===== src/source/cpu_pkg.sv =====
`default_nettype none

package cpu_pkg;

    localparam int XLEN       = 32;
    localparam int REG_ADDR_W = 5;
    localparam int CMD_W      = 4;
    localparam int MEM_ADDR_W = 8;
    localparam int MEM_WORDS  = 256;

    // Execute commands from the decoder
    localparam logic [CMD_W-1:0] CMD_NONE  = 4'd0;
    localparam logic [CMD_W-1:0] CMD_ADD   = 4'd1;
    localparam logic [CMD_W-1:0] CMD_EQU   = 4'd2;
    localparam logic [CMD_W-1:0] CMD_LOAD  = 4'd3;
    localparam logic [CMD_W-1:0] CMD_STORE = 4'd4;
    localparam logic [CMD_W-1:0] CMD_HALT  = 4'd5;

    localparam logic [6:0] OP_IMM    = 7'b00100_11;
    localparam logic [6:0] OP_REG    = 7'b01100_11;
    localparam logic [6:0] OP_LUI    = 7'b01101_11;
    localparam logic [6:0] OP_AUIPC  = 7'b00101_11;
    localparam logic [6:0] OP_LOAD   = 7'b00000_11;
    localparam logic [6:0] OP_STORE  = 7'b01000_11;
    localparam logic [6:0] OP_SYSTEM = 7'b11100_11;

    typedef enum logic [2:0] {
        IMM_NONE,
        IMM_I,
        IMM_U,
        IMM_S
    } imm_kind_t;

    typedef struct packed {
        logic                  req;
        logic                  we;
        logic [MEM_ADDR_W-1:0] addr;   // Word address
        logic [XLEN-1:0]       wdata;
    } mem_req_t;

    typedef struct packed {
        logic [CMD_W-1:0]      cmd;
        logic [XLEN-1:0]       src1;
        logic [XLEN-1:0]       src2;
        logic [XLEN-1:0]       store_data;
        logic [REG_ADDR_W-1:0] rd;
        logic                  wen;
    } decode_t;

    typedef struct packed {
        logic [XLEN-1:0]       pc;
        logic [REG_ADDR_W-1:0] rd;
        logic                  wen;
        logic [XLEN-1:0]       data;
    } retire_t;

endpackage

`default_nettype wire


===== src/source/reg_file.sv =====
`default_nettype none

module reg_file (
    input  logic                           clk,
    input  logic                           rst_n,
    input  logic [cpu_pkg::REG_ADDR_W-1:0] raddr1,
    input  logic [cpu_pkg::REG_ADDR_W-1:0] raddr2,
    output logic [cpu_pkg::XLEN-1:0]       rdata1,
    output logic [cpu_pkg::XLEN-1:0]       rdata2,
    input  logic                           wen,
    input  logic [cpu_pkg::REG_ADDR_W-1:0] waddr,
    input  logic [cpu_pkg::XLEN-1:0]       wdata
);

    logic [cpu_pkg::XLEN-1:0] regs [2**cpu_pkg::REG_ADDR_W];

    always_ff @(posedge clk) begin
        if (!rst_n) begin
            for (int i = 0; i < 2**cpu_pkg::REG_ADDR_W; i++) begin
                regs[i] <= '0;
            end
        end else if (wen && waddr != '0) begin
            regs[waddr] <= wdata;       // x0 stays zero
        end
    end

    assign rdata1 = regs[raddr1];
    assign rdata2 = regs[raddr2];

    a_x0_zero: assert property (@(posedge clk) disable iff (!rst_n)
        (raddr1 == '0 |-> rdata1 == '0) and (raddr2 == '0 |-> rdata2 == '0));

endmodule

`default_nettype wire


===== config.mk =====
export PLATFORM = sky130hd
export DESIGN_NAME = reg_file
export DESIGN_NICKNAME = d
export VERILOG_FILES = /design/src/source/cpu_pkg.sv /design/src/source/reg_file.sv
export SDC_FILE = /design/constraint.sdc
export NUM_CORES = 2
export LEC_CHECK = 0
export ABC_CLOCK_PERIOD_IN_PS = 12500
export BUFFER_PORTS_ARGS = -buffer_cell sky130_fd_sc_hd__buf_2
export CAP_MARGIN = 15
export CORE_ASPECT_RATIO = 2
export CORE_MARGIN = 2
export CORE_UTILIZATION = 37
export DETAILED_ROUTE_END_ITERATION = 16
export GPL_ROUTABILITY_DRIVEN = 0
export PLACE_DENSITY = 0.63
export SLEW_MARGIN = 30
export SYNTH_ARGS = -nofsm -noshare
export SYNTH_HDL_FRONTEND = slang
export SYNTH_SLANG_ARGS = --single-unit

===== constraint.sdc =====
create_clock -name clk -period 12.5 [get_ports clk]
set_clock_uncertainty 0.05 [all_clocks]
set_input_delay 2.5 -clock clk [delete_from_list [all_inputs] [get_ports clk]]
set_output_delay 2.5 -clock clk [all_outputs]
set_load 0.1 [all_outputs]

# ---- Word level (Yosys, flattened, before mapping)
# Memory sizes are Yosys's and may differ from the RTL's.
# Cells that the tools add are included.
dict set report totals {
  out_inout_bits 64
  mem_bits_rw 1024
  elab_cells 11
  register_bits 0
  memories 1
  input_bits 50
}
dict set report classes {
  n_mux 7
  n_reduce_logical 3
}
# name words word_bits rd rd_clocked_by_memory_dff wr line_no
set memory_table {}
lappend memory_table {regs 32 32 2 0 32 reg_file.sv:15} ;# logic [cpu_pkg::XLEN-1:0] regs [2**cpu_pkg::REG_ADDR_W];
# operator n
set ops {}
lappend ops {{32-bit two-way mux} 1}
lappend ops {{32-bit OR reduction} 1}
lappend ops {{1-bit two-way mux} 5}
lappend ops {{5-bit two-way mux} 1}
lappend ops {{5-bit nonzero test} 1}
lappend ops {{1-bit logical AND} 1}

# ---- Longest topological paths before layout
dict set report logic_depth {
  depth_word 7
  depth_mapped 8
  mapped_depth_nobuf 5
}

# ---- Least setup slack after synthesis
# OpenSTA, ideal clock, no wires.
dict set report synth_path {
  path_kind {input port to output port}
  from {input port raddr2[1] (netlist bit)}
  to {output port rdata2[10] (netlist bit)}
  arrival_ns 4.378
  cell_stages 8
  t_required_ns 9.950
  n_path_buf 4
  slack_ns 5.572
  path_cell_list {buf_2 buf_4 buf_2 buf_2 mux2i_1 nand2_1 a31oi_1 nand3_1}
}
dict set report synth_via {
  elab_chain_len 1
}
# element line_no
set synth_rtl {}
lappend synth_rtl {{start: declaration} reg_file.sv:7} ;# input logic [cpu_pkg::REG_ADDR_W-1:0] raddr2,
lappend synth_rtl {{memory 32 x 32 bit} --}
lappend synth_rtl {{end: declaration} reg_file.sv:9} ;# output logic [cpu_pkg::XLEN-1:0] rdata2,
# No other way between the ends.

# ---- Worst setup path after layout
# Same ends and word-level chain as after synthesis.

==> qor.txt <==
largest family of logic cells by synthesized area: multiplexers
Max Freq: 121 MHz
synth warn: 0
CTS Hold Bufs: 0
synth unique cells: 32
Nets: 4543
crit share post-route: 66.3%
max reg flops: 1024
Via density: 6.08
CP startpoint: raddr2[1]
first-pass GRT wire length: 289 mm
Yosys top cell by area: edfxtp_1
Worst Setup Path Type: in -> out
WP buf/inv: 3
register bit count reported by yosys: 1024
post-CTS setup buffer count: 0
residual DRC count: 0
die width: 278 µm
Worst setup SP type: primary input
Setup violations, final: 0
status: complete, no violations
total grt overflow: 0
simple-gate share of the synthesized area: 15.4%
RSZ-0062 raised after global routing: no
EDFF count, synth: 1024
CTS Buf Count: 85
mux cell area share after synthesis: 18.4%
slowest cell delay on critical path: 740 ps
max-cap violation count: 0
maximum clock insertion buffer count: 3
Wirelength per Cell: 32.0 µm
Synth top area share: 55.2%
full die area: 0.154 mm²
maximum vdd drop: 0.000109 V
DRT Pass-1 Iters: 6
vias in the first global route: 40000
Worst Max-Slew Pin Slew: 1100 ps
commonest register cell after synthesis: edfxtp_1
Top reg by flops: regs
core area: 0.150 mm²
Setup Total Neg Slack: 0 ps
post-synthesis cell count: 4609
Finished Cell Area: 0.0610 mm²
initial antenna violation count: 25
worst hold-check path type: in -> reg
io pins: 114
port buffer count: 113
Clock Pin Slew Worst Setup and Hold Paths: 70 ps
Die H: 553 µm
Synth top cells by count: edfxtp_1 (1024), mux2i_1 (1024), and2_1 (994)
Critical-path top delay cell: buf_4
HP Start: wdata[0]
Critical Path End Type: primary output
clk sinks: 1024
placed cells: 6334
Post-Syn Area per Cell: 12.1 µm²
Final Slew Violations: 0
pwr dens: 132 mW/mm²
CP top delay family: buffers and inverters
max_slew headroom: 26.8%
final wirelength: 208 mm
Top Registers: regs x1024
fraction of layout cells with a size suffix above 1: 9.15%
Initial Util: 37.2%
asr flop ratio synth: 0%
total track usage: 26.3%
CTS tree: yes
Leak Pwr: 23.4 nW
Placed Area: 0.0583 mm²
post-synthesis xor/xnor area fraction: 0%
starting DRC count in detailed routing: 4100
critical-path cell list: buf_8 > buf_4 > mux2i_1 > a22o_1 > nor3_1 > a31oi_1 > nand3_1 > buf_2
vias: 39500
crit path DAT: 5740 ps
compound-cell area share of the yosys netlist: 7.32%
cell area after synthesis: 0.0557 mm²
crit path max fanout: 83
clk root buf: clkbuf_16
register area share after synthesis: 55.2%
largest net degree at the start of global routing: 129
Site Rows: 201
adder-cell area share of the yosys netlist: 0%
H-tree depth: 3
CP Data Required Time: 9950 ps
ANT nets after route: 0
tightest hold margin: 2360 ps
post-cts resize count: 0
Syn-to-layout area delta: 9.56%
top cells by area, synth: edfxtp_1 (55%), mux2i_1 (18%), and2_1 (11%), a22oi_1 (2.6%), a22o_1 (2.0%)
Finished Layout Cells: 6493
Tmin final: 8290 ps
DP HPWL: 109 mm
Hold Vio Cnt, Final: 0
==> cell families after synthesis <==
| kind of cell | count (synthesis) |
|---|---|
| AND/OR/NAND/NOR | 1502 |
| multiplexers | 1024 |
| flip-flops | 1024 |
| AO/OA/AOI/OAI | 607 |
| buffers and inverters | 451 |
| other | 1 |
==> where the power goes <==
group	total (mW)	leakage, nW	internal (mW)	switching [mW]
sequential	4.07	9.75	3.97	0.0997
clock	2.75	1.31	1.45	1.30
combinational	1.22	12.3	0.321	0.899
==> cell type report <==
cell class	count	area, µm²
fillers	13600	88600
flip-flops and latches	1024	30700
multi-input cells	3165	23600
well taps	1928	2410
clock buffers	103	2240
repair buffers	216	1550
clock inverters	47	482
diodes	9	22.5
inverters	1	3.75
==> per-stage QoR <==
step	utilization [%]	setup WS (ps)	power (mW)
2_1_floorplan	-	5570	4.93
3_3_place_gp	38.9	4320	5.32
3_5_place_dp	39.0	4240	5.34
4_1_cts	40.8	4250	8.04
5_1_grt	40.8	4170	8.22
6_report	40.8	4210	8.04
==> placed cells by master, fill, tap and decap left out, types with 3 or more instances in the layout <==
| cell | n |
|---|---|
| inv_6 | 5 |
| a22oi_1 | 192 |
| and2_1 | 992 |
| nor3_1 | 64 |
| o21ai_4 | 31 |
| nand2_2 | 3 |
| nor2_4 | 27 |
| clkinvlp_4 | 6 |
| nand2b_2 | 3 |
| buf_12 | 14 |
| nand3_1 | 193 |
| a31oi_1 | 64 |
| bufinv_16 | 8 |
| mux2i_1 | 1024 |
| clkinv_4 | 4 |
| nand2_1 | 194 |
| a21oi_1 | 192 |
| a22o_1 | 128 |
| nor2b_4 | 4 |
| clkbuf_1 | 16 |
| clkbuf_16 | 87 |
| buf_4 | 88 |
| clkinv_1 | 14 |
| conb_1 | 32 |
| buf_2 | 111 |
| diode_2 | 9 |
| edfxtp_1 | 1024 |
| nand3b_1 | 3 |
| clkinv_2 | 9 |
| nor2_2 | 6 |
==> worst paths after layout <==
kind | cells after the start | endpoint
hold / removal | 2 | regs[30][0]
setup / recovery | 8 | rdata2[10]
==> per-layer routing <==
metal	up-vias	part of all wire, %	track usage [%]
met5	-	0.013	0
met4	4	7.8	19.3
met3	718	7.6	3.88
met2	2237	50	45.3
met1	19900	35	29.6
li1	16600	-	-
Power figures use the tool's default switching activity.
