**config.mk**
```make
export PLATFORM = sky130hd
export DESIGN_NAME = load_store_unit
export DESIGN_NICKNAME = d
export VERILOG_FILES = /design/src/source/cpu_pkg.sv /design/src/source/load_store_unit.sv
export SDC_FILE = /design/constraint.sdc
export NUM_CORES = 1
export LEC_CHECK = 0
export BUFFER_PORTS_ARGS = -buffer_cell sky130_fd_sc_hd__buf_2
export CELL_PAD_IN_SITES_DETAIL_PLACEMENT = 1
export CELL_PAD_IN_SITES_GLOBAL_PLACEMENT = 1
export CORE_ASPECT_RATIO = 1.1
export CORE_MARGIN = 4
export CORE_UTILIZATION = 26
export CTS_BUF_LIST = sky130_fd_sc_hd__clkbuf_8
export DETAILED_ROUTE_END_ITERATION = 6
export PLACE_DENSITY_LB_ADDON = 0.1
export SYNTH_ARGS = -nofsm -noshare
export SYNTH_HDL_FRONTEND = slang
export SYNTH_SLANG_ARGS = --single-unit
```
**constraint.sdc**
```tcl
create_clock -name clk -period 5 [get_ports clk]
set_input_delay 1.25 -clock clk [delete_from_list [all_inputs] [get_ports clk]]
set_output_delay 1.25 -clock clk [all_outputs]
set_load 0.005 [all_outputs]
```
**src/source/cpu_pkg.sv**
```systemverilog
`default_nettype none

package cpu_pkg;

    localparam int XLEN       = 32;
    localparam int REG_ADDR_W = 5;
    localparam int CMD_W      = 4;
    localparam int MEM_ADDR_W = 8;
    localparam int MEM_WORDS  = 256;

    // Execute commands from the decoder
    localparam logic [CMD_W-1:0] CMD_NONE  = 4'd0;
    localparam logic [CMD_W-1:0] CMD_ADD   = 4'd1;
    localparam logic [CMD_W-1:0] CMD_EQU   = 4'd2;
    localparam logic [CMD_W-1:0] CMD_LOAD  = 4'd3;
    localparam logic [CMD_W-1:0] CMD_STORE = 4'd4;
    localparam logic [CMD_W-1:0] CMD_HALT  = 4'd5;

    localparam logic [6:0] OP_IMM    = 7'b00100_11;
    localparam logic [6:0] OP_REG    = 7'b01100_11;
    localparam logic [6:0] OP_LUI    = 7'b01101_11;
    localparam logic [6:0] OP_AUIPC  = 7'b00101_11;
    localparam logic [6:0] OP_LOAD   = 7'b00000_11;
    localparam logic [6:0] OP_STORE  = 7'b01000_11;
    localparam logic [6:0] OP_SYSTEM = 7'b11100_11;

    typedef enum logic [2:0] {
        IMM_NONE,
        IMM_I,
        IMM_U,
        IMM_S
    } imm_kind_t;

    typedef struct packed {
        logic                  req;
        logic                  we;
        logic [MEM_ADDR_W-1:0] addr;   // Word address
        logic [XLEN-1:0]       wdata;
    } mem_req_t;

    typedef struct packed {
        logic [CMD_W-1:0]      cmd;
        logic [XLEN-1:0]       src1;
        logic [XLEN-1:0]       src2;
        logic [XLEN-1:0]       store_data;
        logic [REG_ADDR_W-1:0] rd;
        logic                  wen;
    } decode_t;

    typedef struct packed {
        logic [XLEN-1:0]       pc;
        logic [REG_ADDR_W-1:0] rd;
        logic                  wen;
        logic [XLEN-1:0]       data;
    } retire_t;

endpackage

`default_nettype wire

```
**src/source/load_store_unit.sv**
```systemverilog
`default_nettype none

module load_store_unit (
    input  logic                     clk,
    input  logic                     rst_n,
    input  logic                     start,
    input  cpu_pkg::decode_t         dec,
    output cpu_pkg::mem_req_t        lsu_req,
    input  logic                     lsu_grant,
    input  logic                     lsu_rvalid,
    input  logic [cpu_pkg::XLEN-1:0] rdata,
    output logic                     done,
    output logic [cpu_pkg::XLEN-1:0] load_data
);

    logic [cpu_pkg::XLEN-1:0] byte_addr;

    assign byte_addr = dec.src1 + dec.src2;

    always_ff @(posedge clk) begin
        if (!rst_n) begin
            lsu_req.req <= 1'b0;
        end else if (start) begin
            lsu_req.req <= 1'b1;
        end else if (lsu_grant) begin
            lsu_req.req <= 1'b0;
        end
        if (start) begin
            lsu_req.we    <= dec.cmd == cpu_pkg::CMD_STORE;
            lsu_req.addr  <= byte_addr[cpu_pkg::MEM_ADDR_W+1:2];
            lsu_req.wdata <= dec.store_data;
        end
    end

    // Store ends on grant, load on returned data
    assign done      = (lsu_grant && lsu_req.we) || lsu_rvalid;
    assign load_data = rdata;

endmodule

`default_nettype wire

```
[After elaboration in Yosys (flattened, before gate mapping)]
Index checks and enable logic that the tools add are counted.
Storage, ports and cells
  bits in registers: 42
  output and inout port bits: 75
Cells by class
  add/subtract/negate cells: 1
  equality and inequality tests: 1
  mux-type cells: 2
  reductions and logical operators: 3
Operators by type and width (count)
  adder 10 bit: 1
  equality test 4 x 3 -> 1 bit (second input constant): 1
  two-way mux 1 bit: 2
  nonzero test 2 bit: 1
  logical AND 1 bit: 1
  logical OR 1 bit: 1

[Depth between registers and ports, before layout]
Gate-level depths: netlist of run 1.
  word-level depth: 2
  mapped depth: 5
  depth with buffers taken out: 5

[Worst setup path before layout of run 1]
OpenSTA, ideal clock, no wires.
  path type: in2reg
  from: in dec[40] (netlist bit)
  to: reg lsu_req[37] (netlist bit) (data pin)
  setup time: 0.261 ns
  arrival time: 2.650 ns
  slack: 2.089 ns
  cell stages on the path: 5
  path through: ha_1 -> or3_1 -> o2111a_2 -> or2_4 -> a311o_1
On the way
  word-level cells in the longest chain between the ends: 1
Ends and longest elaborated chain
  from (decl): line load_store_unit.sv:7  | input cpu_pkg::decode_t dec,
  adder 10 bit: line load_store_unit.sv:18  | assign byte_addr = dec.src1 + dec.src2;
  net byte_addr (one bit): line load_store_unit.sv:16  | logic [cpu_pkg::XLEN-1:0] byte_addr;
  to (decl): line load_store_unit.sv:8  | output cpu_pkg::mem_req_t lsu_req,
The timed path passes the listed nets, and every way through them passes these cells.
A chain may end at the register's enable or synchronous reset.

[Worst setup path after layout of run 1]
  from: in lsu_grant
  to: out done
On the way
  word-level cells in the longest chain between the ends: 2
Ends and longest elaborated chain
  from (decl): line load_store_unit.sv:9  | input logic lsu_grant,
  logical AND 1 bit: line load_store_unit.sv:36  | assign done = (lsu_grant && lsu_req.we) || lsu_rvalid;
  logical OR 1 bit: line load_store_unit.sv:36
  to (decl): line load_store_unit.sv:12  | output logic done,
No other way between the ends.

==> reports/results.tsv, run 1 <==
metric	value	unit
clk_pin_slew	0.08	ns
clockBufferDepth	2	
worst_slew_pin_slew	0.925	ns
ys.flop_type	edfxtp_1	
vias	1301	
hold_violations	0	
crit_arrival	1.64	ns
synth_top_area_frac	0.640	
cts_setup_buffers	0	
start_util	0.271	
crit_type	in2out	
diodes	0	
routed_wirelength	5020	um
rsz0062_at_grt	no	
root_buffer	clkbuf_8	
ir_worst_vdd	0.0930	mV
power_density	337	nW/um^2
grt_pass1_vias	1420	
grt_max_degree	43	
regArea	1250	sq um
synth.cell_area	1920	sq um
dr.first_iter.drc_count	33	
port_buffers	103	
synth-seq-area-share	0.651	
ioPinCount	218	
design.die.area	8840	sq um
nets	359	
dpl-instance-area	2300	sq um
via_per_inst	4.43	
antenna_found_initial	0	
syn2layout_area_growth	25.6	%
synthMostInstantiatedCell	edfxtp_1	
power.leakage	1.07	nW
synth_common_cells	41 x edfxtp_1, 32 x buf_4, 8 x ha_1	
largest_register_ffs	42	
fin_crit_sh	0.578	
synth_top_cell_by_area	edfxtp_1	
period_minus_slack	2.89	ns
slew_violations	0	
ctsHoldBuffers	0	
drtPass1Iterations	4	
fill_cells	804	
rows	32	
drc	0	
end_kind	output pin	
worst_hold_path_type	reg2reg	
avgSynthCellArea	14.8	sq um
clkSinkCount	42	
top_regs	lsu_req x42	
setup_viol	0	
coreArea	7090	sq um
dpl.hpwl	4160	um
synth.area.top_cells	edfxtp_1 64%, buf_4 12%, ha_1 5.2%	
cts_buffers	5	
die_x	90	um
grt_pass1_wl	7570	um
drv_cap	0	
routedWlPerCell	17.1	um
multiInputGateArea	428	sq um
critPathMaxFanout	2	
grt.total_usage	0.109	
slew_headroom	0.384	
ys_ff_latch	42	
ant_nets	0	
cts-htree-levels	2	
cts_tree	yes	
async_flop_share	0	
grt-ovfl-total	0	
cts_resized	0	
worstPathRequired	3.75	ns
routabilityCongestion	0.721	
tns	0	ns
skew	0	ns
fmax	346	MHz
insertion_delay	0.28	ns
regMostFlops	lsu_req	
yosysWarningCount	0	
startpoint_type	input port	
finish.instance_area	2410	sq um
synthesis.nets	281	
drive_above_1_share	0.541	
syn_inst	130	
outcome	finished clean	
synth_edf_count	41	
die_h	98.2	um
synthDistinctLibCells	31	
-- per-layer routing --
layer | vias to the layer above | wire length, um | track usage
met3 | 11 | 931 | 0.0863
met5 | - | 0 | 0
met1 | 580 | 1620 | 0.101
met2 | 103 | 2370 | 0.181
li1 | 607 | - | -
met4 | 0 | 96 | 0.0377
-- report_power, final --
part | internal [W] | switching [W]
Combinational | 0.0000628 | 0.0000584
Clock | 0.000147 | 0.000113
Sequential | 0.000425 | 0.00000762
-- metrics by stage --
step,worst slack (ns),hold slack [ns],utilization,power [W],instances
after global placement,1.88,0.555,0.325,0.000560,286
after detailed placement,1.87,0.559,0.325,0.000565,286
after floorplan,2.09,0.568,-,0.000511,130
after CTS,2.10,0.587,0.341,0.000829,294
final,2.11,0.586,0.341,0.000813,294
after global routing,2.10,0.626,0.341,0.000858,294
-- placed cells by master (no fill, tap or decap) --
master and n:
or2_2 1, clkinvlp_4 1, o311ai_0 1, and2_1 3, nand2b_1 1, o21a_1 2
a311oi_1 1, bufinv_16 1, dfxtp_1 1, a2111o_1 1, or2_4 1, nand2_1 3
xor2_1 2, and3_1 3, nor2_1 4, o2111a_2 1, edfxtp_1 41, nor2b_1 1
a21o_1 2, o211ai_1 1, nor4b_1 2, inv_1 2, a221oi_1 1, mux2i_1 1
xnor2_1 4, nor3_1 2, buf_2 103, ha_1 8, a211o_1 1, a21oi_1 2
a311o_1 1, or3_1 4, clkbuf_8 5, o21ai_0 1
-- kinds of logic (layout without fill, tap and decap cells) --
group                    count (synthesis)  after routing  synth area share
multiplexers                             1              1           0.00521
AND/OR/NAND/NOR                         25             25            0.0748
flip-flops                              42             42             0.651
buffers and inverters                   33            112             0.127
adder cells (fa/ha/maj)                  8              8            0.0521
AO/OA/AOI/OAI                           15             15            0.0631
XOR/XNOR                                 6              6            0.0273
-- final cells by class --
type	count	area share
flip-flops and latches	42	0.518
repair buffers	103	0.213
multi-input cells	55	0.177
well taps	85	0.0440
clock buffers	5	0.0285
clock inverters	3	0.0171
inverters	1	0.00155
-- final timing paths --
kind	from	to	slack (ns)	depth (start not counted)
setup reg to reg	lsu_req[41]	lsu_req[41]	4.32	2
hold / removal	lsu_req[41]	lsu_req[41]	0.59	2
hold reg to reg	lsu_req[41]	lsu_req[41]	0.59	2
setup / recovery	lsu_grant	done	2.11	3
-- worst max-delay path: stages --
cell and delay, ns:
buf_2 0.11, a21o_1 0.16, buf_2 0.12
Note: power is estimated with default switching activity, not from simulation.
==> run 2, diff against run 1 <==
CORE_UTILIZATION = 24   (was 26)
clock period = 2.9 ns   (was 5 ns; I/O delays follow)
==> reports/results.tsv, run 2 (synthesis gave the netlist of run 1 again) <==
metric	value	unit
slew_headroom	0.384	
drtPass1Iterations	4	
rsz0062_at_grt	no	
skew	0	ns
dp_cells	306	
clockBufferDepth	2	
drive_above_1_share	0.541	
via_per_inst	4.18	
end_kind	flop	
port_buffers	103	
dpl-instance-area	2330	sq um
cts_setup_buffers	0	
finish.instance_area	2440	sq um
period_minus_slack	2.31	ns
cts_resized	0	
whs_path_depth	2	
cts-htree-levels	2	
dpl.hpwl	3740	um
coreArea	7640	sq um
critPathMaxFanout	7	
outcome	finished clean	
grt_pass1_wl	6920	um
grt_max_degree	43	
utilization	0.319	
hold_violations	0	
worstPathRequired	2.92	ns
power.leakage	1.07	nW
ioPinCount	218	
min_to	lsu_req[41]	
cts_tree	yes	
antenna_found_initial	0	
routed_wirelength	4660	um
final_common_cell	buf_2	
dr.first_iter.drc_count	24	
r2r-end	lsu_req[41]	
crit_type	in2reg	
fmax	433	MHz
insertion_delay	0.28	ns
ant_nets	0	
die_h	102	um
design.die.area	9510	sq um
mostFrequentLayoutCells	103 x buf_2, 41 x edfxtp_1, 8 x ha_1	
stdcell_count	314	
fin_crit_sh	0.797	
worst_r2r_path_depth	2	
fill_cells	874	
power_density	576	nW/um^2
grt_pass1_vias	1470	
grt.total_usage	0.0944	
die_x	93.4	um
top_regs	lsu_req x42	
drv_cap	0	
vias	1313	
nets	359	
startpoint_type	input port	
tns	0	ns
routabilityCongestion	0.707	
largest_register_ffs	42	
crit_arrival	2.33	ns
routedWlPerCell	14.9	um
ctsHoldBuffers	0	
worst_slew_pin_slew	0.924	ns
regMostFlops	lsu_req	
clkSinkCount	42	
r2r_slack	2.21	ns
syn2layout_area_growth	26.9	%
clk_pin_slew	0.08	ns
diodes	0	
hold_start	lsu_req[41]	
start_util	0.252	
rows	33	
cts_buffers	5	
setup_viol	0	
ir_worst_vdd	0.250	mV
grt-ovfl-total	0	
worst_hold_path_type	reg2reg	
slew_violations	0	
setup_slack	0.589	ns
dp_worst_setup_slack	0.278	ns
root_buffer	clkbuf_8	
r2r_start	lsu_req[41]	
drc	0	
run 2: cell counts in the layout (fill, tap and decap cells not counted):
Identical to the previous run, type by type.
run 2: worst max-delay path, stage by stage:
cell,delay (ns)
buf_2,0.10
ha_1,0.39
a21o_1,0.22
a2111o_1,0.41
o311ai_0,0.38
a311oi_1,0.09
run 2: through the flow:
stage	hold WS, ns	total power [W]
CTS	0.595	0.00143
global placement	0.559	0.000966
finish	0.589	0.00140
floorplan	0.568	0.000880
detailed placement	0.578	0.000975
global route	0.586	0.00148
run 2: report_power, final:
| group | internal (W) | switching (W) |
|---|---|---|
| Sequential | 0.000733 | 0.0000133 |
| Clock | 0.000253 | 0.000197 |
| Combinational | 0.000108 | 0.0000999 |
run 2: final cells by class:
class / count / area (sq um) / share of cell area
sequential: 42 / 1250 / 0.513
timing repair buffer: 103 / 515 / 0.211
multi-input combinational: 55 / 428 / 0.175
tap: 105 / 131 / 0.0538
clock buffer: 5 / 68.8 / 0.0282
clock inverter: 3 / 41.3 / 0.0169
inverter: 1 / 3.75 / 0.00154
run 2: worst max path at each step:
| stage | from | end | slack, ns | cells past startpoint |
|---|---|---|---|---|
| 6_report | dec[44] | lsu_req[39] | 0.59 | 6 |
| 5_1_grt | dec[44] | lsu_req[39] | 0.50 | 6 |
| 4_1_cts | dec[40] | lsu_req[37] | 0.59 | 6 |
| 3_5_place_dp | dec[40] | lsu_req[37] | 0.28 | 6 |
| 3_3_place_gp | dec[40] | lsu_req[37] | 0.30 | 6 |
| 2_1_floorplan | dec[40] | lsu_req[37] | 0.51 | 5 |
run 2: layer usage:
layer | vias up | part of all wire | GRT usage
li1 | 607 | - | -
met1 | 578 | 0.36 | 0.0957
met2 | 107 | 0.45 | 0.154
met3 | 21 | 0.15 | 0.0493
met4 | 0 | 0.035 | 0.0552
met5 | - | 0 | 0.0156
