==> src/source/cpu_pkg.sv <==
`default_nettype none

package cpu_pkg;

    localparam int XLEN       = 32;
    localparam int REG_ADDR_W = 5;
    localparam int CMD_W      = 4;
    localparam int MEM_ADDR_W = 8;
    localparam int MEM_WORDS  = 256;

    // Execute commands from the decoder
    localparam logic [CMD_W-1:0] CMD_NONE  = 4'd0;
    localparam logic [CMD_W-1:0] CMD_ADD   = 4'd1;
    localparam logic [CMD_W-1:0] CMD_EQU   = 4'd2;
    localparam logic [CMD_W-1:0] CMD_LOAD  = 4'd3;
    localparam logic [CMD_W-1:0] CMD_STORE = 4'd4;
    localparam logic [CMD_W-1:0] CMD_HALT  = 4'd5;

    localparam logic [6:0] OP_IMM    = 7'b00100_11;
    localparam logic [6:0] OP_REG    = 7'b01100_11;
    localparam logic [6:0] OP_LUI    = 7'b01101_11;
    localparam logic [6:0] OP_AUIPC  = 7'b00101_11;
    localparam logic [6:0] OP_LOAD   = 7'b00000_11;
    localparam logic [6:0] OP_STORE  = 7'b01000_11;
    localparam logic [6:0] OP_SYSTEM = 7'b11100_11;

    typedef enum logic [2:0] {
        IMM_NONE,
        IMM_I,
        IMM_U,
        IMM_S
    } imm_kind_t;

    typedef struct packed {
        logic                  req;
        logic                  we;
        logic [MEM_ADDR_W-1:0] addr;   // Word address
        logic [XLEN-1:0]       wdata;
    } mem_req_t;

    typedef struct packed {
        logic [CMD_W-1:0]      cmd;
        logic [XLEN-1:0]       src1;
        logic [XLEN-1:0]       src2;
        logic [XLEN-1:0]       store_data;
        logic [REG_ADDR_W-1:0] rd;
        logic                  wen;
    } decode_t;

    typedef struct packed {
        logic [XLEN-1:0]       pc;
        logic [REG_ADDR_W-1:0] rd;
        logic                  wen;
        logic [XLEN-1:0]       data;
    } retire_t;

endpackage

`default_nettype wire

==> src/source/fetch_unit.sv <==
`default_nettype none

module fetch_unit (
    input  logic                     clk,
    input  logic                     rst_n,
    input  logic                     fetch_start,
    input  logic [cpu_pkg::XLEN-1:0] next_pc,
    output cpu_pkg::mem_req_t        ifu_req,
    input  logic                     ifu_grant,
    input  logic                     ifu_rvalid,
    input  logic [cpu_pkg::XLEN-1:0] rdata,
    output logic [cpu_pkg::XLEN-1:0] instr,
    output logic [cpu_pkg::XLEN-1:0] pc,
    output logic                     instr_valid
);

    logic                           req_q;
    logic [cpu_pkg::MEM_ADDR_W-1:0] addr_q;

    always_ff @(posedge clk) begin
        if (!rst_n) begin
            req_q <= 1'b0;
            pc    <= '0;
        end else if (fetch_start) begin
            req_q <= 1'b1;
            pc    <= next_pc;
        end else if (ifu_grant) begin
            req_q <= 1'b0;      // Held until granted
        end
    end

    always_ff @(posedge clk) begin
        if (fetch_start) begin
            addr_q <= next_pc[cpu_pkg::MEM_ADDR_W+1:2];
        end
        if (ifu_rvalid) begin
            instr <= rdata;
        end
    end

    assign ifu_req.req   = req_q;
    assign ifu_req.we    = 1'b0;
    assign ifu_req.addr  = addr_q;
    assign ifu_req.wdata = '0;

    assign instr_valid = ifu_rvalid;

endmodule

`default_nettype wire

==> config.mk <==
export PLATFORM = sky130hd
export DESIGN_NAME = fetch_unit
export DESIGN_NICKNAME = d
export VERILOG_FILES = /design/src/source/cpu_pkg.sv /design/src/source/fetch_unit.sv
export SDC_FILE = /design/constraint.sdc
export NUM_CORES = 1
export LEC_CHECK = 0
export BUFFER_PORTS_ARGS = -buffer_cell sky130_fd_sc_hd__buf_2
export CAP_MARGIN = 20
export CORE_ASPECT_RATIO = 0.6
export CORE_MARGIN = 4
export CORE_UTILIZATION = 42
export CTS_BUF_LIST = sky130_fd_sc_hd__clkbuf_16
export DETAILED_ROUTE_END_ITERATION = 6
export PLACE_DENSITY = 0.9
export SLEW_MARGIN = 30
export SYNTH_ARGS = -nofsm -noshare
export SYNTH_HDL_FRONTEND = slang
export SYNTH_SLANG_ARGS = --single-unit
==> constraint.sdc <==
create_clock -name clk -period 1.05 [get_ports clk]
set_input_delay 0.21 -clock clk [delete_from_list [all_inputs] [get_ports clk]]
set_output_delay 0.21 -clock clk [all_outputs]
set_load 0.005 [all_outputs]
# Word-level counts from Yosys, hierarchy flattened
# Cells that the tools add are included.
# Widths: inputs -> output; s select.
op_classes:
  mux: 2
  reduce_logical: 1
op_table:
  columns: ["op", "n"]
  rows:
  - ["$mux 1", 2]
  - ["$reduce_bool 2->1", 1]
totals:
  ff_bits: 73
  input_bits: 69
  output_inout_bits: 107
  word_cells: 7

# Longest topological paths before layout
# Gate-level depths: netlist of run 1.
depth:
  depth_word: 2
  mapped_depth: 4
  ltp_nobuf: 2

# Least setup slack after synthesis of run 1
# No wires, ideal clock.
synth_path:
  path_type: "input port to flip-flop"
  startpoint: "input port fetch_start"
  endpoint: "register pc[0] in the netlist's numbering"
  setup_ns: 0.116
  arrival_time_ns: 0.691
  required_ns: 0.934
  setup_slack_ns: 0.243
  stages: 4
  n_path_buf: 2
  path_cell_list: "buf_6 -> buf_12 -> mux2i_1 -> nor2b_1"
synth_rtl:
  columns: ["item", "line", "rtl"]
  rows:
  - ["start: declaration", "fetch_unit.sv:6", "input logic fetch_start,"]
  - ["end signal: assignment", "fetch_unit.sv:26", "pc <= next_pc;"]
  - ["end: declaration", "fetch_unit.sv:13", "output logic [cpu_pkg::XLEN-1:0] pc,"]

# Worst setup path after layout of run 1
layout_path:
  startpoint: "register instr[6] in the netlist's numbering"
  endpoint: "output port instr[6] in the netlist's numbering"
layout_rtl:
  columns: ["item", "line", "rtl"]
  rows:
  - ["start: declaration", "fetch_unit.sv:12", "output logic [cpu_pkg::XLEN-1:0] instr,"]
  - ["start signal: assignment", "fetch_unit.sv:37", "instr <= rdata;"]
# No word-level cell between the ends.

==> results.py, run 1 <==
metrics = {
    "status": {
        "status": "completed",
    },
    "pwr": {
        "power_frac_clock_pct": 46.3,
        "comb_power_share_pct": 8.5,
        "power.density_nw_per_um2": 1944,
        "intPower_w": 0.005860,
        "vdd_drop_max_uv": 736.9,
        "p_leak_nw": 1.821,
        "swShare_pct": 19.60,
        "seqPwrFrac_pct": 45.2,
        "switchingPower_w": 0.001428,
    },
    "setup_path": {
        "reg2regPathDepth": 2,
        "critPathLaunchType": "register",
        "path_cells": "buf_2",
        "crit_family": "flip-flops",
        "cp-startpoint": "instr[6]",
        "arrival_ns": 0.83,
        "worstSetupEndpoint": "instr[6]",
        "cp_num_buf_inv": 1,
        "cp_slowest_cell": "edfxtp_1",
        "reg2reg_from": "req_q",
        "max_stage_delay_ns": 0.37,
        "cp.depth": 1,
        "path_class": "reg2out",
        "reg2reg_slack_ns": 0.38,
        "crit_fanout": 1,
        "r2r_end": "req_q",
        "required_ns": 0.84,
        "critPathCaptureType": "output port",
    },
    "place": {
        "port-buffer-count": 142,
        "place_area_um2": 3411,
        "dp_hpwl_um": 4525,
        "pre_cts_ws_ns": 0.06433,
        "place.gp.congestion": 0.7459,
    },
    "cells_and_area": {
        "layout_common_cells": "buf_2 (142), edfxtp_1 (40), nor2b_1 (33), conb_1 (33)",
        "final_nets": 399,
        "finish.instance_area_um2": 3749,
        "area_growth_pct": 36.55,
        "drive_above_1_share_pct": 48.36,
        "diodes": 0,
        "n_fill_cell": 533,
        "final_common_cell": "buf_2",
    },
    "drt": {
        "drtPass1Iterations": 4,
        "remaining_drc_errors": 0,
        "antenna_left": 0,
        "routed_wl_um": 5792,
        "viasPerCell": 4.167,
        "wire_per_inst_um": 13.82,
        "initialDrtViolationCount": 31,
        "via_count": 1746,
    },
    "sta": {
        "setup_tns_ns": 0,
        "period_needed_ns": 1.041,
        "timing.final.max_slew_violations": 0,
        "rsz0062_at_grt": "yes",
        "final_hold_viol_count": 0,
        "min_period_over_period_pct": 99.13,
        "finalSetupViolations": 0,
        "worst_slack_ns": 0.009181,
        "fin_skew_ns": 0,
        "fmax_ghz": 0.9608,
    },
    "floorplanning": {
        "die_area_um2": 7936,
        "start_util_pct": 44.13,
        "ios": 176,
        "fp.dieW_um": 112.4,
        "die_y_um": 70.63,
        "core_um2": 6221,
        "placementRows": 22,
    },
    "clock_network": {
        "clk_latency_ns": 0.31,
        "clock_path_buffers": 2,
        "cts_inserted_buffers": 9,
        "ctsHtreeMaxLevel": 3,
        "cts_root_buf": "clkbuf_16",
        "hold_buffers": 0,
        "clk_pin_slew_ns": 0.06,
        "post-cts-setup-buffers": 0,
        "ctsResizeCount": 0,
        "cts_num_sinks": 73,
        "cts_tree": "built",
    },
    "synthesis": {
        "synth.avg_cell_area_um2": 15.08,
        "seq_area_frac_synth_pct": 67.82,
        "netlist_area_um2": 2745,
        "synth_top_area_share_pct": 43.76,
        "synthTopCellsByArea": "edfxtp_1 (44%), dfxtp_1 (24%), mux2i_1 (12%), buf_4 (9.6%), nor2b_1 (7.5%)",
        "synth_top_area_cell": "edfxtp_1",
        "yosysUniqueCellTypes": 10,
        "synthCells": 182,
        "synth-seq-cells": 73,
        "yosys_warnings": 0,
    },
    "global_routing": {
        "gr-total-overflow": 0,
        "antenna_found_initial": 0,
        "grt_pass1_wl_um": 8783,
        "grtUsageTotal_pct": 14.23,
        "grt_pass1_vias": 1747,
        "grt_max_degree": 34,
    },
    "run": {
        "cap_viol_max_count": 0,
    },
    "hold_path": {
        "holdPathStages": 1,
        "hold_class": "in2reg",
    },
}
## metrics by stage
stage	utilization, %	cells	total power [W]	hold WS (ns)
6_report	60.26	419	0.007288	0.06360
3_5_place_dp	54.83	403	0.003984	0.3884
5_1_grt	60.26	419	0.007593	0.04192
2_1_floorplan	-	214	0.003687	0.3089
4_1_cts	60.24	419	0.007387	0.04962
3_3_place_gp	54.83	403	0.003954	0.3876
## worst min path at each step
stage                    start        end  slack, ns
floorplan           next_pc[2]  addr_q[0]       0.31
global placement     rdata[20]  instr[20]       0.39
detailed placement    rdata[8]   instr[8]       0.39
CTS                   rdata[7]   instr[7]       0.05
global route         rdata[26]  instr[26]       0.04
finish                rdata[7]   instr[7]       0.06
## layer usage
layer  track usage, %  vias up  share of wire [%]
met2            23.50       97                 48
met3            5.983        6                 10
li1                 -      848                  -
met5                0        -                  0
met1            16.80      795                 41
met4            5.200        0               0.76
## layout make-up
class	count	area, um2	area share, %
flip-flops and latches	73	1863	49.70
clock inverters	7	111.4	2.971
repair buffers	147	785.8	20.96
clock buffers	9	225.2	6.008
multi-input cells	99	658.1	17.56
well taps	84	105.1	2.804
## power by group through the flow
stage / sequential (W) / combinational (W) / clock (W)
after CTS: 0.00330 / 0.000630 / 0.00346
final: 0.00330 / 0.000622 / 0.00337
after global routing: 0.00332 / 0.000686 / 0.00359
after global placement: 0.00334 / 0.000611 / 0
after floorplan: 0.00338 / 0.000307 / 0
after detailed placement: 0.00335 / 0.000630 / 0
## cells in the mapped netlist
master / n
buf_6: 1
nor2b_1: 33
buf_4: 35
edfxtp_1: 40
mux2i_1: 32
o21a_1: 1
dfxtp_1: 33
clkbuf_1: 3
conb_1: 1
buf_12: 3
## flip-flops by register name (all words and copies together), names as in the netlist
register / count
req_q: 1
instr: 32
addr_q: 8
pc: 32
## cell families after synthesis
family                 count (synthesis)  share of synthesized area [%]
other                                  1                         0.1366
and+or+nand+nor                       33                          7.521
muxes                                 32                          11.67
buffers and inverters                 42                          12.58
DFF                                   73                          67.82
AOI/OAI and AO/OA                      1                         0.2736
No activity file was read; power rests on OpenSTA's default activity.
==> inputs of run 2 (changes only) <==
SETUP_SLACK_MARGIN = 0.2   (was unset)
==> run 2 against run 1 <==
Worst setup slack better by 0.0024 ns. First-iteration DRC count up 39%. Sequential share of layout area down 1.1 points. Non-clock buffer count up 3. Sequential cell count unchanged. Count of clock-buffer cells in the layout unchanged. Power up 1.1%. Critical path depth unchanged. Die area unchanged. Clock power about the same. Routed wire length up 4.1%. Largest power group unchanged.
==> results.py, run 2 (synthesis gave the netlist of run 1 again) <==
metrics = {
    "floorplanning": {
        "start_util_pct": 44.13,
        "die_area_um2": 7936,
        "core_um2": 6221,
        "placementRows": 22,
        "fp.dieW_um": 112.4,
        "die_y_um": 70.63,
        "ios": 176,
    },
    "clock_network": {
        "ctsHtreeMaxLevel": 3,
        "cts_tree": "built",
        "cts_inserted_buffers": 9,
        "clk_pin_slew_ns": 0.06,
        "cts_root_buf": "clkbuf_16",
        "clk_latency_ns": 0.32,
        "clock_path_buffers": 2,
        "cts_num_sinks": 73,
    },
    "setup_path": {
        "required_ns": 0.84,
        "arrival_ns": 0.83,
        "critPathCaptureType": "output port",
        "path_class": "reg2out",
        "crit_fanout": 1,
        "cp_num_buf_inv": 1,
        "cp_slowest_cell": "edfxtp_1",
        "crit_family": "flip-flops",
        "critPathLaunchType": "register",
        "path_cells": "buf_2",
        "max_stage_delay_ns": 0.37,
    },
    "place": {
        "pre_cts_ws_ns": 0.06433,
        "port-buffer-count": 142,
        "place_inst": 403,
        "dp_hpwl_um": 4525,
        "place.gp.congestion": 0.7459,
    },
    "hold_path": {
        "hold_class": "in2reg",
    },
    "global_routing": {
        "grtUsageMet2_pct": 23.56,
        "grt_max_degree": 34,
        "grt_pass1_vias": 1759,
        "grt_use_met3_pct": 5.897,
        "grt_pass1_wl_um": 8818,
        "gr-total-overflow": 0,
        "antenna_found_initial": 0,
        "grtUsageTotal_pct": 14.26,
        "grt_busiest_layer": "met2",
        "gr-usage-met1_pct": 16.91,
    },
    "cells_and_area": {
        "diodes": 0,
        "layout_common_cells": "buf_2 (125), edfxtp_1 (40), nor2b_1 (33), conb_1 (33), dfxtp_2 (33)",
        "multiInputGateArea_um2": 658.1,
        "final_common_cell": "buf_2",
        "final_nets": 402,
        "area_growth_pct": 42.71,
        "largestRegisters": "instr (32), pc (32), addr_q (8)",
        "fin_cells": 422,
        "utilization_pct": 62.97,
        "n_fill_cell": 507,
        "drive_above_1_share_pct": 58.28,
        "regArea_um2": 1903,
    },
    "sta": {
        "finalSetupViolations": 0,
        "rsz0062_at_grt": "yes",
        "min_period_over_period_pct": 98.90,
        "fin_skew_ns": 0,
        "fmax_ghz": 0.9630,
        "setup_tns_ns": 0,
        "timing.final.max_slew_violations": 0,
        "period_needed_ns": 1.038,
        "worst_slack_ns": 0.01155,
        "final_hold_viol_count": 0,
    },
    "pwr": {
        "power.density_nw_per_um2": 1882,
        "p_total_w": 0.007372,
        "p_leak_nw": 1.866,
        "vdd_drop_max_uv": 712.5,
    },
    "drt": {
        "initialDrtViolationCount": 43,
        "drtPass1Iterations": 4,
        "remaining_drc_errors": 0,
        "antenna_left": 0,
        "wire_per_inst_um": 14.28,
        "routed_wl_um": 6027,
        "viasPerCell": 4.168,
        "via_count": 1759,
    },
    "run": {
        "cap_viol_max_count": 0,
    },
    "status": {
        "status": "completed",
    },
}
## run 2: routing by layer
layer,vias up,part of all wire [%]
met5,-,0
met4,0,0.66
met3,4,9.9
met2,97,49
met1,809,40
li1,849,-
## run 2: worst paths after layout
kind | from | to | slack [ns] | cells after the start
setup / recovery | instr[6] | instr[6] | 0.01 | 1
setup reg to reg | pc[0] | pc[0] | 0.29 | 3
hold / removal | rdata[7] | instr[7] | 0.07 | 1
hold reg to reg | pc[12] | pc[12] | 0.50 | 2
## run 2: what timing repair did
| item | 4_1_cts | 5_1_grt |
|---|---|---|
| hold buffers | 0 | 0 |
| endpoints found under the setup margin | 73 | 73 |
| gates resized for setup | 37 | 13 |
| buffers inserted | 2 | 1 |
## run 2: cell type report
class	count	area share [%]
Clock inverter	7	2.843
Timing Repair Buffer	150	23.35
Multi-Input combinational cell	99	16.80
Sequential cell	73	48.58
Clock buffer	9	5.749
Tap cell	84	2.683
## run 2: where the power goes
part           switching [W]  internal, W
Combinational       0.000296     0.000381
Sequential         0.0000775      0.00324
Clock                0.00107      0.00230
Total                0.00145      0.00592
## run 2: stage by stage
stage,instance area (um2),hold WS [ns]
finish,3918,0.06517
CTS,3834,0.04962
global placement,3411,0.3876
floorplan,2865,0.3089
global route,3918,0.04192
detailed placement,3411,0.3884
## run 2: worst reg2reg max path: cells and delay by family, from the launching register on
family | cells | cell delay, ns
DFF | 1 | 0.33
buffers and inverters | 1 | 0.13
muxes | 1 | 0.13
and+or+nand+nor | 1 | 0.06
