--- config.mk ---
export PLATFORM = sky130hd
export DESIGN_NAME = mem_arbiter
export DESIGN_NICKNAME = d
export VERILOG_FILES = /design/src/source/cpu_pkg.sv /design/src/source/mem_arbiter.sv
export SDC_FILE = /design/constraint.sdc
export NUM_CORES = 1
export LEC_CHECK = 0
export BUFFER_PORTS_ARGS = -buffer_cell sky130_fd_sc_hd__buf_2
export CAP_MARGIN = 20
export CORE_AREA = 2 2 94 96
export CTS_BUF_LIST = sky130_fd_sc_hd__clkbuf_4 sky130_fd_sc_hd__clkbuf_8 sky130_fd_sc_hd__clkbuf_16
export CTS_CLUSTER_SIZE = 30
export DETAILED_ROUTE_END_ITERATION = 10
export DIE_AREA = 0 0 96 98
export GPL_TIMING_DRIVEN = 0
export PLACE_DENSITY = 0.6
export SYNTH_ARGS = -nofsm -noshare
export SYNTH_HDL_FRONTEND = slang
export SYNTH_SLANG_ARGS = --single-unit
--- constraint.sdc ---
create_clock -name clk -period 0.8 [get_ports clk]
set_input_delay 0.08 -clock clk [delete_from_list [all_inputs] [get_ports clk]]
set_output_delay 0.08 -clock clk [all_outputs]
set_load 0.03 [all_outputs]
--- src/source/cpu_pkg.sv ---
`default_nettype none

package cpu_pkg;

    localparam int XLEN       = 32;
    localparam int REG_ADDR_W = 5;
    localparam int CMD_W      = 4;
    localparam int MEM_ADDR_W = 8;
    localparam int MEM_WORDS  = 256;

    // Execute commands from the decoder
    localparam logic [CMD_W-1:0] CMD_NONE  = 4'd0;
    localparam logic [CMD_W-1:0] CMD_ADD   = 4'd1;
    localparam logic [CMD_W-1:0] CMD_EQU   = 4'd2;
    localparam logic [CMD_W-1:0] CMD_LOAD  = 4'd3;
    localparam logic [CMD_W-1:0] CMD_STORE = 4'd4;
    localparam logic [CMD_W-1:0] CMD_HALT  = 4'd5;

    localparam logic [6:0] OP_IMM    = 7'b00100_11;
    localparam logic [6:0] OP_REG    = 7'b01100_11;
    localparam logic [6:0] OP_LUI    = 7'b01101_11;
    localparam logic [6:0] OP_AUIPC  = 7'b00101_11;
    localparam logic [6:0] OP_LOAD   = 7'b00000_11;
    localparam logic [6:0] OP_STORE  = 7'b01000_11;
    localparam logic [6:0] OP_SYSTEM = 7'b11100_11;

    typedef enum logic [2:0] {
        IMM_NONE,
        IMM_I,
        IMM_U,
        IMM_S
    } imm_kind_t;

    typedef struct packed {
        logic                  req;
        logic                  we;
        logic [MEM_ADDR_W-1:0] addr;   // Word address
        logic [XLEN-1:0]       wdata;
    } mem_req_t;

    typedef struct packed {
        logic [CMD_W-1:0]      cmd;
        logic [XLEN-1:0]       src1;
        logic [XLEN-1:0]       src2;
        logic [XLEN-1:0]       store_data;
        logic [REG_ADDR_W-1:0] rd;
        logic                  wen;
    } decode_t;

    typedef struct packed {
        logic [XLEN-1:0]       pc;
        logic [REG_ADDR_W-1:0] rd;
        logic                  wen;
        logic [XLEN-1:0]       data;
    } retire_t;

endpackage

`default_nettype wire

--- src/source/mem_arbiter.sv ---
`default_nettype none

module mem_arbiter (
    input  logic                     clk,
    input  logic                     rst_n,
    input  cpu_pkg::mem_req_t        host_req,
    input  cpu_pkg::mem_req_t        lsu_req,
    input  cpu_pkg::mem_req_t        ifu_req,
    output cpu_pkg::mem_req_t        mem_req,
    input  logic [cpu_pkg::XLEN-1:0] mem_rdata,
    output logic                     host_grant,
    output logic                     lsu_grant,
    output logic                     ifu_grant,
    output logic                     host_rvalid,
    output logic                     lsu_rvalid,
    output logic                     ifu_rvalid,
    output logic [cpu_pkg::XLEN-1:0] rdata
);

    // Host first, then load/store, then fetch
    assign host_grant = host_req.req;
    assign lsu_grant  = lsu_req.req && !host_req.req;
    assign ifu_grant  = ifu_req.req && !host_req.req && !lsu_req.req;

    always_comb begin
        if (host_grant) begin
            mem_req = host_req;
        end else if (lsu_grant) begin
            mem_req = lsu_req;
        end else if (ifu_grant) begin
            mem_req = ifu_req;
        end else begin
            mem_req = '0;
        end
    end

    // Owner tag for the read in flight
    always_ff @(posedge clk) begin
        if (!rst_n) begin
            host_rvalid <= 1'b0;
            lsu_rvalid  <= 1'b0;
            ifu_rvalid  <= 1'b0;
        end else begin
            host_rvalid <= host_grant && !host_req.we;
            lsu_rvalid  <= lsu_grant && !lsu_req.we;
            ifu_rvalid  <= ifu_grant && !ifu_req.we;
        end
    end

    assign rdata = mem_rdata;

    // Losing request held with its address until granted
    a_lsu_req_held: assert property (@(posedge clk) disable iff (!rst_n)
        lsu_req.req && !lsu_grant |=> lsu_req.req && $stable(lsu_req.addr));

    a_ifu_req_held: assert property (@(posedge clk) disable iff (!rst_n)
        ifu_req.req && !ifu_grant |=> ifu_req.req && $stable(ifu_req.addr));

endmodule

`default_nettype wire

# Word-level counts from Yosys, hierarchy flattened
# Cells that the tools add are included.
totals:
  output_inout_bits: 80
  regBits: 3
  inputBits: 160
  wordCells: 17
classes:
  mux: 3
  n_reduce_logical: 11
op_table:
  columns: ["cell", "count"]
  rows:
  - ["$mux W42", 3]
  - ["$logic_and A1 B1 Y1", 6]
  - ["$logic_not A1 Y1", 5]

# Logic depth before layout (Yosys ltp)
# Gate-level depths: netlist of run 1.
depth:
  ltp_word: 6
  ltp_mapped: 4
  mapped_depth_nobuf: 2

# Least setup slack after synthesis of run 1
# No wires, ideal clock.
synth_path:
  path_type: "input to output"
  start: "in lsu_req[41] in the netlist's numbering"
  end: "out mem_req[32] in the netlist's numbering"
  required_ps: 720
  path_stages: 4
  setup_slack_ps: -231
  path_buffers: 2
  arrival_time_ps: 951
  path_cell_list: "buf_6 > buf_6 > nand3b_1 > a21oi_1"
synth_lines:
  columns: ["item", "line", "rtl"]
  rows:
  - ["from (decl)", "mem_arbiter.sv:7", "input cpu_pkg::mem_req_t lsu_req,"]
  - ["to (decl)", "mem_arbiter.sv:9", "output cpu_pkg::mem_req_t mem_req,"]

==> flow_summary_export.csv, run 1 <==
group,metric,value,unit
final_layout,layoutNonFillerInstCount,549,
placement,place_congestion,0.7021,
placement,placedCellCount,541,
cts,postCtsHoldBufs,0,
synthesis,yosys.cell_types.count,14,
global_routing,grt_pass1_wl,11500,µm
final_layout,area_growth_syn_to_layout,135.4,%
setup_path,arrival,850,ps
detailed_routing,wl_per_cell,13.90,µm
synthesis,synth_edf_count,0,
power_and_ir_drop,p_leak,1.735,nW
synthesis,yosysMostFrequentCell,"a21oi_1",
setup_path,endpoint_kind,"output port",
timing,period_share,1.168,
placement,port_buffers,204,
job,maxCapViolCount,0,
worst_hold_path,hp-class,"primary input to register",
die,core,0.008466,mm²
timing,max_slew_margin,0.8159,
detailed_routing,drtIter0Drc,34,
global_routing,antenna_found_initial,0,
synthesis,synth_area,0.001663,mm²
die,die_x,96,µm
cts,clockRootBuffer,"clkbuf_8",
power_and_ir_drop,p_seq_frac,0.046,
power_and_ir_drop,p_clk_frac,0.139,
die,die_y,98,µm
outcome,violations,"setup timing",
synthesis,synth_cells,229,
synthesis,ys_seq_area_frac,0.03612,
power_and_ir_drop,p_total,3.356,mW
synthesis,synth_common_cells,"a21oi_1 (42), nand3b_1 (41), nor2b_1 (41), a21oi_2 (40), buf_4 (34)",
global_routing,grt_max_degree,11,
synthesis,async_reset_ff_frac,0,
detailed_routing,ant_nets,0,
placement,dpl_worst_slack,-277.1,ps
detailed_routing,routed_via_density,4.452,
cts,clkSlewWorstSetupHoldPaths,30,ps
synthesis,ys_warn_count,0,
setup_path,cp_max_fo,6,
setup_path,cp_data_required_time,720,ps
die,io_pins,240,
timing,min_period,934.7,ps
final_layout,nNetsFinal,602,
cts,cts_max_level,1,
power_and_ir_drop,p_sw_frac,0.4530,
setup_path,cp-start-kind,"primary input",
cts,cts_max_path_buffers,2,
timing,setup_ws,-134.7,ps
cts,postCtsSetupBuffers,0,
timing,fmax,1070,MHz
final_layout,n_antenna_cell,0,
placement,dp_hpwl,5997,µm
detailed_routing,first_pass_iters,4,
synthesis,yosys.area.top_type_share,0.2107,
timing,tightest_slew,276.1,ps
cts,cts_tree,"yes",
detailed_routing,drc,0,
cts,cts_inserted_buffers,3,
timing,hold_violations,0,
power_and_ir_drop,ir_worst_vdd,0.3707,mV
detailed_routing,wl,7630,µm
die,rows,34,
cts,cts.sink_count,3,
synthesis,postSynthAreaPerCell,7.261,µm²
timing,setup_tns,-2063,ps
global_routing,grt_pass1_vias,2514,
power_and_ir_drop,combPwrFrac,0.814,
timing,drv_slew,0,
detailed_routing,num_vias,2444,
timing,rsz0062_at_grt,"yes",
synthesis,synthFlopType,"dfxtp_1",
power_and_ir_drop,power.internal,1.835,mW
die,dieArea,0.009408,mm²
global_routing,grt_usage,0.1485,
power_and_ir_drop,power_density,857.1,mW/mm²
synthesis,syn-num-nets,389,
outcome,status,"finished, violations left",
die,start_util,0.1964,
timing,setup_viol,42,
synthesis,ys_ff_latch,3,
synthesis,synth_area_leader_cell,"a21oi_2",
power_and_ir_drop,p_switching,1.520,mW
setup_path,critPathKind,"primary input to output port",
global_routing,grt_overflow,0,
synthesis,synth_area_leaders,"a21oi_2 (21%), nand3b_1 (19%), nor2b_1 (15%)",
final_layout,drive_gt1_frac,0.8186,
[per-stage QoR]
step / hold slack, ps / area, µm² / utilization
2_1_floorplan: 201.7 / 2096 / -
3_3_place_gp: 323.8 / 3252 / 0.3841
3_5_place_dp: 316.1 / 3252 / 0.3841
4_1_cts: 95.98 / 3740 / 0.4418
5_1_grt: 118.8 / 3915 / 0.4625
6_report: 101.5 / 3915 / 0.4625
[final timing paths]
kind                         from           to  depth (start not counted)
worst max-delay path  lsu_req[41]  mem_req[33]                          5
worst min-delay path        rst_n  host_rvalid                          2
[cell type report]
| class | count | area [µm²] |
|---|---|---|
| multi-input combinational | 170 | 1764 |
| clock buffer | 4 | 48.80 |
| timing repair buffer | 208 | 1378 |
| buffer | 56 | 529.3 |
| fill | 818 | 4551 |
| tap | 108 | 135.1 |
| sequential | 3 | 60.06 |
[timing repair]
action                     in CTS  in global routing
gates resized for setup       121                 35
hold endpoints to repair        0                  0
cloned                          3                  1
pin swaps                       3                  6
setup endpoints to repair      42                 46
[layer usage]
layer	vias up	track usage	routed length (µm)	part of all wire
li1	1183	-	-	-
met1	1128	0.1724	2912	0.38
met2	131	0.2911	4098	0.54
met3	2	0.01852	606	0.079
met4	0	0.01319	12	0.0016
met5	-	0	0	0
[placed cells by master, fill, tap and decap left out]
cell type,netlist,layout
bufbuf_16,0,1
a21oi_1,42,3
a21oi_4,0,49
dfxtp_1,3,3
buf_12,0,3
clkbuf_2,0,3
and2_1,1,1
a21oi_2,40,30
buf_6,11,50
buf_4,34,36
clkbuf_16,0,1
nor2b_2,1,5
nor2b_4,0,7
nor2b_1,41,30
buf_2,5,158
clkbuf_8,0,3
and3b_1,2,2
or3_4,0,1
nor3b_4,0,1
clkbuf_4,0,5
buf_8,0,8
nand3b_1,41,41
[flip-flops by register name (all words and copies together), names as in the netlist]
register     count
lsu_rvalid       1
host_rvalid      1
ifu_rvalid       1
[power by group through the flow]
stage	registers (mW)	logic, mW	clock network [mW]
3_5_place_dp	0.158	2.27	0
4_1_cts	0.156	2.64	0.476
6_report	0.156	2.73	0.467
3_3_place_gp	0.158	2.26	0
2_1_floorplan	0.167	1.57	0
5_1_grt	0.156	2.89	0.492
[worst max-delay path: stages]
cell and delay (ps):
buf_12 120, buf_8 120, nand3b_1 200, a21oi_4 180
buf_6 140
[cell families after synthesis]
kind of cell,Yosys count,share of synthesized area
flip-flops,3,0.03612
AO/OA/AOI/OAI,82,0.3371
buffers and inverters,56,0.2566
AND/OR/NAND/NOR,88,0.3702
No activity file was read; power rests on OpenSTA's default activity.
==> inputs of run 2 (changes only) <==
--- a/config.mk
+++ b/config.mk
@@ -13,7 +13,7 @@
 export DETAILED_ROUTE_END_ITERATION = 10
 export DIE_AREA = 0 0 96 98
 export GPL_TIMING_DRIVEN = 0
-export PLACE_DENSITY = 0.6
+export PLACE_DENSITY_LB_ADDON = 0.1
 export SYNTH_ARGS = -nofsm -noshare
 export SYNTH_HDL_FRONTEND = slang
 export SYNTH_SLANG_ARGS = --single-unit
==> run 2 against run 1 <==
The flow still finishes with violations (setup timing). Power grew 2.5%. Cell count is 1.1% higher. Flip-flop and latch count unchanged. Combinational power grew 3%. Global-route usage is 0.17 points lower. First-iteration DRC count fell by 65%. Non-clock buffer count up 6. Critical path type unchanged. Critical endpoint is now mem_req[34].
==> flow_summary_export.csv, run 2 (synthesis results as in run 1) <==
group,metric,value,unit
timing,setup_tns,-2029,ps
global_routing,grt_max_degree,11,
final_layout,biggestRegsByFlops,"host_rvalid x1, ifu_rvalid x1, lsu_rvalid x1",
cts,cts_max_level,1,
power_and_ir_drop,p_total,3.440,mW
placement,place_congestion,0.6860,
final_layout,final_common_cell,"buf_2",
die,io_pins,240,
placement,dp_hpwl,5748,µm
detailed_routing,wl_per_cell,13.77,µm
global_routing,grt_pass1_wl,11100,µm
die,die_y,98,µm
die,start_util,0.1964,
job,maxCapViolCount,0,
timing,rsz0062_at_grt,"yes",
setup_path,arrival,800,ps
die,rows,34,
final_layout,final_core_util,0.4823,
die,dieArea,0.009408,mm²
timing,fmax,1134,MHz
outcome,violations,"setup timing",
detailed_routing,num_vias,2436,
timing,drv_slew,0,
global_routing,grt_overflow,0,
timing,setup_viol,42,
placement,dpl_worst_slack,-278.5,ps
timing,setup_ws,-81.89,ps
die,die_x,96,µm
final_layout,area_growth_syn_to_layout,145.5,%
detailed_routing,drc,0,
detailed_routing,first_pass_iters,4,
cts,cts.sink_count,3,
timing,hold_violations,0,
power_and_ir_drop,ir_worst_vdd,0.3614,mV
placement,post_dp_cell_area,0.003252,mm²
setup_path,critPathKind,"primary input to output port",
cts,clockRootBuffer,"clkbuf_8",
cts,cts_max_path_buffers,2,
detailed_routing,drtIter0Drc,12,
die,core,0.008466,mm²
detailed_routing,routed_via_density,4.389,
worst_hold_path,hp-class,"primary input to register",
global_routing,antenna_found_initial,0,
setup_path,endpoint_kind,"output port",
timing,max_slew_margin,0.8249,
cts,cts_tree,"yes",
global_routing,grt_usage,0.1468,
timing,min_period,881.9,ps
global_routing,grt_pass1_vias,2353,
power_and_ir_drop,p_leak,1.787,nW
setup_path,cp-start-kind,"primary input",
outcome,status,"finished, violations left",
setup_path,cp_data_required_time,720,ps
placement,port_buffers,204,
power_and_ir_drop,power_density,842.5,mW/mm²
cts,cts_inserted_buffers,3,
final_layout,final_cell_mix,"buf_2 (160), a21oi_4 (57), buf_6 (47)",
final_layout,design_area,0.004083,mm²
detailed_routing,ant_nets,0,
detailed_routing,wl,7642,µm
setup_path,cp_max_fo,6,
final_layout,n_antenna_cell,0,
final_layout,nNetsFinal,608,
timing,period_share,1.102,
final_layout,drive_gt1_frac,0.8188,
timing,tightest_slew,262.1,ps
cts,clkSlewWorstSetupHoldPaths,30,ps
[run 2: cell count changes in the layout (fill, tap and decap cells not counted), moves of 3 or more]
cell / previous run / this run
a21oi_2: 30 / 23
clkbuf_16: 1 / 4
buf_6: 50 / 47
nor2b_4: 7 / 0
nor2b_2: 5 / 10
a21oi_4: 49 / 57
buf_8: 8 / 11
[run 2: worst paths after layout]
path | from | endpoint | slack [ps] | depth (start not counted)
worst min-delay path | rst_n | host_rvalid | 90 | 2
worst max-delay path | lsu_req[41] | mem_req[34] | -80 | 5
[run 2: per-layer routing]
layer | vias to the layer above | GRT usage | share of wire
met5 | - | 0 | 0
li1 | 1199 | - | -
met4 | 0 | 0.03516 | 0.011
met2 | 129 | 0.2666 | 0.50
met3 | 6 | 0.02701 | 0.092
met1 | 1102 | 0.1744 | 0.40
[run 2: power by group]
part	total [mW]	internal, mW	switching [mW]	leakage [nW]
logic	2.81	1.37	1.44	1.74
clock network	0.474	0.374	0.100	0.0262
registers	0.156	0.155	0.000830	0.0244
total	3.44	1.90	1.54	1.79
[run 2: repair_timing]
| item | CTS | global route |
|---|---|---|
| endpoints found under the setup margin | 42 | 44 |
| setup buffers | 2 | 0 |
| gates resized for setup | 140 | 20 |
| gates cloned | 4 | 4 |
| hold endpoints to repair | 0 | 0 |
| pin swaps | 23 | 10 |
| hold buffers | 0 | 0 |
[run 2: metrics by stage]
| step | hold WS (ps) | instances |
|---|---|---|
| finish | 92.27 | 555 |
| detailed placement | 309.7 | 541 |
| global placement | 314.7 | 541 |
| CTS | 86.73 | 551 |
| global route | 114.1 | 555 |
| floorplan | 201.7 | 229 |
[run 2: worst max-delay path, stage by stage]
cell and delay [ps]:
buf_12 120, buf_8 120, nand3b_1 190, a21oi_4 140, buf_6 140
[run 2: area by class of cell]
type / count / area (µm²)
plain buffers: 56 / 556.8
clock buffers: 4 / 48.80
fillers: 856 / 4383
multi-input cells: 170 / 1788
flip-flops and latches: 3 / 60.06
well taps: 108 / 135.1
repair buffers: 214 / 1494
